==> config.mk <==
export PLATFORM = sky130hd
export DESIGN_NAME = dma_endpoint_top
export DESIGN_NICKNAME = d
export VERILOG_FILES = /design/src/dma_endpoint_pkg.sv /design/src/bus_register_front.sv /design/src/dma_endpoint_top.sv /design/src/dma_read_sequencer.sv /design/src/dma_write_router.sv /design/src/io_translation_table.sv /design/src/register_file.sv
export VERILOG_INCLUDE_DIRS = /design/src /design/src/src
export SDC_FILE = /design/constraint.sdc
export NUM_CORES = 2
export LEC_CHECK = 0
export BUFFER_PORTS_ARGS = -buffer_cell sky130_fd_sc_hd__buf_4
export CORE_MARGIN = 2
export CORE_UTILIZATION = 55
export CTS_BUF_LIST = sky130_fd_sc_hd__clkbuf_4 sky130_fd_sc_hd__clkbuf_8
export DETAILED_ROUTE_END_ITERATION = 12
export PLACE_DENSITY = 0.8
export RECOVER_POWER = 25
export SKIP_CTS_REPAIR_TIMING = 1
export SLEW_MARGIN = 20
export SYNTH_ARGS = -nofsm -noshare
export SYNTH_HDL_FRONTEND = slang
export SYNTH_HIERARCHICAL = 1
export SYNTH_SLANG_ARGS = --single-unit
export TNS_END_PERCENT = 30
==> constraint.sdc <==
create_clock -name clock -period 4.21 [get_ports clock]
set_input_delay 0.421 -clock clock [delete_from_list [all_inputs] [get_ports clock]]
set_output_delay 0.421 -clock clock [all_outputs]
set_load 0.03 [all_outputs]
==> src/dma_endpoint_settings.svh <==
`ifndef DMA_ENDPOINT_SETTINGS_SVH
`define DMA_ENDPOINT_SETTINGS_SVH

// Geometry of the processor register file

// Number of registers, one word each
// The register address width is the base-2 logarithm of this value
`define DMA_REG_DEPTH 64

// Width of one register in bits
`define DMA_DATA_WIDTH 20

// Bus side constants

// Width of the active channel count in the configuration word
`define DMA_CHANNEL_BITS 4

// First byte address of the register window on the bus
`define DMA_BASE_ADDRESS 32'h43c00000

`endif

==> src/dma_endpoint_pkg.sv <==
`default_nettype none

`include "dma_endpoint_settings.svh"

package dma_endpoint_pkg;

    // Memory-mapped bus as seen by the endpoint, one strobe per access
    typedef struct packed {
        logic        write_strobe;
        logic        read_strobe;
        logic [31:0] address;
        logic [31:0] write_data;
    } bus_request_t;

    typedef struct packed {
        logic        valid;
        logic [31:0] data;
    } bus_response_t;

    // The destination is a channel number for stream writes and a word index for bus accesses
    typedef struct packed {
        logic                              valid;
        logic [$clog2(`DMA_REG_DEPTH)-1:0] destination;
        logic [31:0]                       data;
    } reg_command_t;

    typedef struct packed {
        logic                              valid;
        logic [$clog2(`DMA_REG_DEPTH)-1:0] channel;
    } read_request_t;

    typedef struct packed {
        logic                       valid;
        logic [`DMA_DATA_WIDTH-1:0] data;
    } read_response_t;

    typedef struct packed {
        logic                              valid;
        logic [$clog2(`DMA_REG_DEPTH)-1:0] channel;
        logic [$clog2(`DMA_REG_DEPTH)-1:0] target;
    } io_mapping_t;

    typedef struct packed {
        logic                              valid;
        logic [$clog2(`DMA_REG_DEPTH)-1:0] address;
        logic [`DMA_DATA_WIDTH-1:0]        data;
    } reg_write_t;

    typedef enum logic [1:0] {
        idle,
        bus_read,
        wait_read,
        stream_read
    } read_state_t;

endpackage

`default_nettype wire

==> src/bus_register_front.sv <==
`timescale 1ns/100ps
`default_nettype none

`include "dma_endpoint_settings.svh"

module bus_register_front
    import dma_endpoint_pkg::*;
(
    input  wire logic          clock,
    input  wire logic          reset,
    input  wire bus_request_t  bus,
    output      reg_command_t  bus_write,
    output      reg_command_t  bus_read_address,
    input  wire bus_response_t read_result,
    output      bus_response_t bus_response
);

    localparam int address_width = $clog2(`DMA_REG_DEPTH);
    localparam logic [31:0] window_bytes = 32'(4 * `DMA_REG_DEPTH);

    logic [31:0]              offset;
    logic                     in_window;
    logic [address_width-1:0] word_index;

    // Addresses below the base wrap around to large offsets and fall outside the window
    assign offset = bus.address - `DMA_BASE_ADDRESS;
    assign in_window = offset < window_bytes;
    assign word_index = offset[address_width+1:2];

    always_ff @(posedge clock) begin
        if (!reset) begin
            bus_write.valid <= 1'b0;
            bus_read_address.valid <= 1'b0;
        end else begin
            bus_write.valid <= bus.write_strobe && in_window;
            bus_read_address.valid <= bus.read_strobe && in_window;
        end
    end

    always_ff @(posedge clock) begin
        bus_write.destination <= word_index;
        bus_write.data <= bus.write_data;
        bus_read_address.destination <= word_index;
        bus_read_address.data <= '0;
    end

    // Read data comes back from the sequencer already in bus format
    assign bus_response = read_result;

endmodule

`default_nettype wire

==> src/dma_endpoint_top.sv <==
`timescale 1ns/100ps
`default_nettype none

`include "dma_endpoint_settings.svh"

module dma_endpoint_top
    import dma_endpoint_pkg::*;
(
    input  wire logic                         clock,
    input  wire logic                         reset,
    input  wire bus_request_t                 bus,
    output      bus_response_t                bus_response,
    input  wire io_mapping_t                  io_mapping,
    input  wire reg_command_t                 stream_write,
    input  wire read_request_t                read_request,
    output      logic                         read_request_ready,
    output      read_response_t               read_response,
    output      logic [`DMA_CHANNEL_BITS-1:0] n_channels,
    output      logic [15:0]                  program_size
);

    localparam int address_width = $clog2(`DMA_REG_DEPTH);

    reg_command_t               bus_write;
    reg_command_t               bus_read_address;
    bus_response_t              read_result;
    logic [address_width-1:0]   write_channel;
    logic [address_width-1:0]   write_target;
    logic [address_width-1:0]   read_channel;
    logic [address_width-1:0]   read_target;
    reg_write_t                 reg_write;
    logic [address_width-1:0]   reg_read_address;
    logic [`DMA_DATA_WIDTH-1:0] reg_read_data;

    bus_register_front u_front (
        .clock            (clock),
        .reset            (reset),
        .bus              (bus),
        .bus_write        (bus_write),
        .bus_read_address (bus_read_address),
        .read_result      (read_result),
        .bus_response     (bus_response)
    );

    io_translation_table u_table (
        .clock         (clock),
        .reset         (reset),
        .io_mapping    (io_mapping),
        .write_channel (write_channel),
        .write_target  (write_target),
        .read_channel  (read_channel),
        .read_target   (read_target)
    );

    dma_write_router u_router (
        .clock          (clock),
        .reset          (reset),
        .stream_write   (stream_write),
        .bus_write      (bus_write),
        .lookup_channel (write_channel),
        .lookup_target  (write_target),
        .reg_write      (reg_write),
        .n_channels     (n_channels),
        .program_size   (program_size)
    );

    dma_read_sequencer u_sequencer (
        .clock              (clock),
        .reset              (reset),
        .bus_read_address   (bus_read_address),
        .read_request       (read_request),
        .read_request_ready (read_request_ready),
        .lookup_channel     (read_channel),
        .lookup_target      (read_target),
        .reg_read_address   (reg_read_address),
        .reg_read_data      (reg_read_data),
        .n_channels         (n_channels),
        .program_size       (program_size),
        .read_result        (read_result),
        .read_response      (read_response)
    );

    register_file u_register_file (
        .clock        (clock),
        .reset        (reset),
        .reg_write    (reg_write),
        .read_address (reg_read_address),
        .read_data    (reg_read_data)
    );

endmodule

`default_nettype wire

==> src/dma_read_sequencer.sv <==
`timescale 1ns/100ps
`default_nettype none

`include "dma_endpoint_settings.svh"

module dma_read_sequencer
    import dma_endpoint_pkg::*;
(
    input  wire logic                              clock,
    input  wire logic                              reset,
    input  wire reg_command_t                      bus_read_address,
    input  wire read_request_t                     read_request,
    output      logic                              read_request_ready,
    output      logic [$clog2(`DMA_REG_DEPTH)-1:0] lookup_channel,
    input  wire logic [$clog2(`DMA_REG_DEPTH)-1:0] lookup_target,
    output      logic [$clog2(`DMA_REG_DEPTH)-1:0] reg_read_address,
    input  wire logic [`DMA_DATA_WIDTH-1:0]        reg_read_data,
    input  wire logic [`DMA_CHANNEL_BITS-1:0]      n_channels,
    input  wire logic [15:0]                       program_size,
    output      bus_response_t                     read_result,
    output      read_response_t                    read_response
);

    read_state_t state;
    logic        stream_start;
    logic        bus_start;
    logic        config_read;
    logic [31:0] config_word;
    logic [31:0] register_word;

    // New reads are only taken while nothing is in flight
    assign read_request_ready = (state == idle);

    // A request for channel 0 is consumed without a response
    assign stream_start = read_request_ready && read_request.valid && (read_request.channel != '0);
    assign bus_start = read_request_ready && !stream_start && bus_read_address.valid;

    assign lookup_channel = read_request.channel;

    always_ff @(posedge clock) begin
        if (!reset) begin
            state <= idle;
            config_read <= 1'b0;
        end else begin
            case (state)
                idle: begin
                    if (stream_start) begin
                        state <= wait_read;
                        config_read <= 1'b0;
                    end else if (bus_start) begin
                        state <= bus_read;
                        config_read <= (bus_read_address.destination == '0);
                    end
                end
                bus_read: state <= idle;
                // The extra cycle lines the stream response up with the processor read latency
                wait_read: state <= stream_read;
                stream_read: state <= idle;
                default: state <= idle;
            endcase
        end
    end

    // Stream channels go through the table, bus reads address the register file directly
    always_ff @(posedge clock) begin
        if (stream_start) begin
            reg_read_address <= lookup_target;
        end else if (bus_start) begin
            reg_read_address <= bus_read_address.destination;
        end
    end

    assign config_word = {program_size, {(16 - `DMA_CHANNEL_BITS){1'b0}}, n_channels};
    assign register_word = {{(32 - `DMA_DATA_WIDTH){1'b0}}, reg_read_data};

    always_comb begin
        read_result.valid = (state == bus_read);
        read_result.data = config_read ? config_word : register_word;
        read_response.valid = (state == stream_read);
        read_response.data = reg_read_data;
    end

endmodule

`default_nettype wire

==> src/dma_write_router.sv <==
`timescale 1ns/100ps
`default_nettype none

`include "dma_endpoint_settings.svh"

module dma_write_router
    import dma_endpoint_pkg::*;
(
    input  wire logic                              clock,
    input  wire logic                              reset,
    input  wire reg_command_t                      stream_write,
    input  wire reg_command_t                      bus_write,
    output      logic [$clog2(`DMA_REG_DEPTH)-1:0] lookup_channel,
    input  wire logic [$clog2(`DMA_REG_DEPTH)-1:0] lookup_target,
    output      reg_write_t                        reg_write,
    output      logic [`DMA_CHANNEL_BITS-1:0]      n_channels,
    output      logic [15:0]                       program_size
);

    reg_command_t selected;
    logic         from_stream;
    logic         config_write;
    logic         register_write;

    // The stream has priority, a bus write in the same cycle is lost
    assign from_stream = stream_write.valid;
    assign selected = from_stream ? stream_write : bus_write;
    assign lookup_channel = selected.destination;

    // Word 0 on the bus is the program configuration, channel 0 on the stream is unused
    assign config_write = !from_stream && bus_write.valid && (bus_write.destination == '0);
    assign register_write = selected.valid && (selected.destination != '0);

    always_ff @(posedge clock) begin
        if (!reset) begin
            reg_write.valid <= 1'b0;
            n_channels <= '0;
            program_size <= '0;
        end else begin
            reg_write.valid <= register_write;
            if (config_write) begin
                n_channels <= bus_write.data[`DMA_CHANNEL_BITS-1:0];
                program_size <= bus_write.data[31:16];
            end
        end
    end

    always_ff @(posedge clock) begin
        if (register_write) begin
            reg_write.address <= lookup_target;
            reg_write.data <= selected.data[`DMA_DATA_WIDTH-1:0];
        end
    end

endmodule

`default_nettype wire

==> src/io_translation_table.sv <==
`timescale 1ns/100ps
`default_nettype none

`include "dma_endpoint_settings.svh"

module io_translation_table
    import dma_endpoint_pkg::*;
(
    input  wire logic                              clock,
    input  wire logic                              reset,
    input  wire io_mapping_t                       io_mapping,
    input  wire logic [$clog2(`DMA_REG_DEPTH)-1:0] write_channel,
    output      logic [$clog2(`DMA_REG_DEPTH)-1:0] write_target,
    input  wire logic [$clog2(`DMA_REG_DEPTH)-1:0] read_channel,
    output      logic [$clog2(`DMA_REG_DEPTH)-1:0] read_target
);

    localparam int address_width = $clog2(`DMA_REG_DEPTH);

    logic [address_width-1:0] translation [`DMA_REG_DEPTH];

    // Every channel points at the register of the same number until remapped
    always_ff @(posedge clock) begin
        if (!reset) begin
            for (int i = 0; i < `DMA_REG_DEPTH; i++) begin
                translation[i] <= address_width'(i);
            end
        end else if (io_mapping.valid) begin
            translation[io_mapping.channel] <= io_mapping.target;
        end
    end

    // Both lookups are combinational so the users can register the result directly
    assign write_target = translation[write_channel];
    assign read_target = translation[read_channel];

endmodule

`default_nettype wire

==> src/register_file.sv <==
`timescale 1ns/100ps
`default_nettype none

`include "dma_endpoint_settings.svh"

module register_file
    import dma_endpoint_pkg::*;
(
    input  wire logic                              clock,
    input  wire logic                              reset,
    input  wire reg_write_t                        reg_write,
    input  wire logic [$clog2(`DMA_REG_DEPTH)-1:0] read_address,
    output      logic [`DMA_DATA_WIDTH-1:0]        read_data
);

    logic [`DMA_DATA_WIDTH-1:0] registers [`DMA_REG_DEPTH];

    // Stands in for the processor file, so it starts from a known zero state
    always_ff @(posedge clock) begin
        if (!reset) begin
            for (int i = 0; i < `DMA_REG_DEPTH; i++) begin
                registers[i] <= '0;
            end
        end else if (reg_write.valid) begin
            registers[reg_write.address] <= reg_write.data;
        end
    end

    assign read_data = registers[read_address];

endmodule

`default_nettype wire

==> out/results.txt <==
status = finished with violations
failing checks = max-capacitance violations, max-slew violations, negative setup slack
YS warnings = 6
max-cap violation count = 6
period utilization = 1.01
DRC errors left = 0
vias = 52800
overall global routing resource usage = 0.293
1st-iter DRT viols = 7799
CTS Buffer Depth = 4
clock skew = 108 ps
Clock Tree Root = clkbuf_8
final WL = 237000 um
first-pass GRT wire length = 335000 um
# clock sinks = 1760
syn_nets = 5805
initial antenna violation count = 7
DP Wirelength = 145000 um
Power Density = 425 mW/mm^2
Setup TNS Final = -86.6 ps
Area growth syn-to-layout = 13.3%
Clock Power Share = 0.365
GR Overflow Total = 0
Die Width = 394 um
first-pass detailed-route iteration total = 6
register share of total power = 0.503
crit end category = output pin
Slew HR = -0.361
Pint = 30.0 mW
cell row count = 143
placer congestion estimate = 0.908
layout cells sized above 1 = 0.279
Placement Setup Slack = 428 ps
Final min period = 4230 ps
Non-Filler Instances = 8175
startpoint types = flop
Filler Cell Count = 10600
Die H = 394 um
worst-skew pair later-pin latency = 1020 ps
die area = 0.156 mm^2
CP Max Fanout = 10
Final ANT Viol Nets = 0
Avg WL per Cell = 29.0 um
Final Max Tran Viols = 167
final setup fails = 5
Post-Route Utilization = 0.626
leakage = 34.0 nW
H-tree Lvls = 5
Syn Inst Count = 5678
Setup CP Type = reg2out
Peak VDD IR = 0.356 mV
P_sw = 10.4 mW
Mapped Area = 0.0838 mm^2
I/O Buffers = 187
CTS Buf Count = 300
Switching Fraction = 0.257
CTS clk-pin slew, worst paths = 60 ps
vias in the first global route = 51700
Initial Utilization = 0.553
core area = 0.152 mm^2
fmax = 0.236 GHz
slew of the pin with the lowest slew margin = 2040 ps
# IOs = 202
largest net degree at the start of global routing = 65
fin nets = 6067
Crit path required time = 3790 ps
path type of the worst min-delay path = in2reg
Final Hold Vio Count = 0
vias per cell = 6.46
TritonCTS clock tree = built
unrepaired setup endpoints after global routing = yes
placed insts = 7527
post-route setup slack = -22.7 ps
Avg Cell Area, Syn = 14.8 um^2
Comb pwr share = 0.133
WHS = 52.5 ps
WP data arrival = 3810 ps
-- worst max-delay path: stages (launching register included) --
cell	delay, ps
edfxtp_1	380
buf_4	170
clkbuf_16	190
buf_16	160
buf_4	130
mux4_2	420
a22oi_2	240
nand2_2	180
o21ai_4	270
a211oi_2	100
mux2_2	340
buf_4	180
-- power groups by stage --
stage,sequential [mW],combinational [mW],clock [mW]
after floorplan,20.4,3.15,0
after global placement,20.6,4.71,0
after detailed placement,20.6,4.76,0
after CTS,20.3,4.78,14.9
after global routing,20.3,5.48,15.6
final,20.3,5.35,14.7
-- layout by cell type (no fill, tap or decap), types with 15 or more instances in the layout --
master and n:
a21oi_1 49, a22oi_1 47, mux4_2 484, dfxtp_1 63, or3_1 125, mux4_1 15
edfxtp_1 1696, clkinv_2 31, a22oi_2 19, nand3b_1 16, mux2i_1 69, and2_0 71
o22ai_1 62, nand2_1 151, dlygate4sd3_1 76, and3_1 113, nand2b_1 26, nand3_1 30
clkbuf_8 308, clkinv_1 63, buf_12 20, buf_6 17, buf_4 432, nor2b_1 35
clkbuf_4 124, and2_1 1256, nor2_1 161, o21ai_2 67, nor3_1 68, clkbuf_1 40
o21ai_0 61, mux2_2 40
-- routing by layer --
metal	vias to the layer above	wire [um]	global-route usage	share of wire
met5	-	8	0	0.000034
met4	2	12100	0.141	0.051
met3	668	30500	0.0763	0.13
met2	3870	114000	0.468	0.48
met1	26500	80100	0.376	0.34
li1	21700	-	-	-
-- registers in the layout (all words and copies together) (netlist names) --
signal,flops
u_front/bus_write,33
u_sequencer/config_read,1
u_router/program_size,16
u_register_file/registers,1280
u_table/translation,384
u_front/bus_read_address,7
u_sequencer/state,2
u_router/n_channels,4
u_router/reg_write,27
u_sequencer/reg_read_address,6
-- per-stage QoR --
step	instance area (um^2)	total power, mW
global route	95000	41.4
detailed placement	87300	25.4
floorplan	83800	23.6
CTS	92800	39.9
finish	95000	40.3
global placement	87300	25.3
-- layout make-up --
| cell class | instances | area (um^2) | area share |
|---|---|---|---|
| flip-flops and latches | 1760 | 52200 | 0.550 |
| diodes | 4 | 10.0 | 0.000105 |
| well taps | 2030 | 2540 | 0.0267 |
| clock buffers | 395 | 4890 | 0.0515 |
| repair buffers | 645 | 5560 | 0.0585 |
| clock inverters | 108 | 659 | 0.00694 |
| inverters | 7 | 26.3 | 0.000277 |
| multi-input cells | 3226 | 29100 | 0.306 |
-- final timing paths --
check / end / slack [ps] / startpoint / cells past startpoint
max: bus_response[0] / -20 / u_sequencer/reg_read_address[0] / 11
min: u_front/bus_write[21] / 50 / bus[21] / 2
max reg2reg: u_register_file/registers[11][11] / 640 / u_router/reg_write[26] / 6
min reg2reg: u_router/program_size[12] / 440 / u_front/bus_write[28] / 2
No activity file was read; power rests on OpenSTA's default activity.
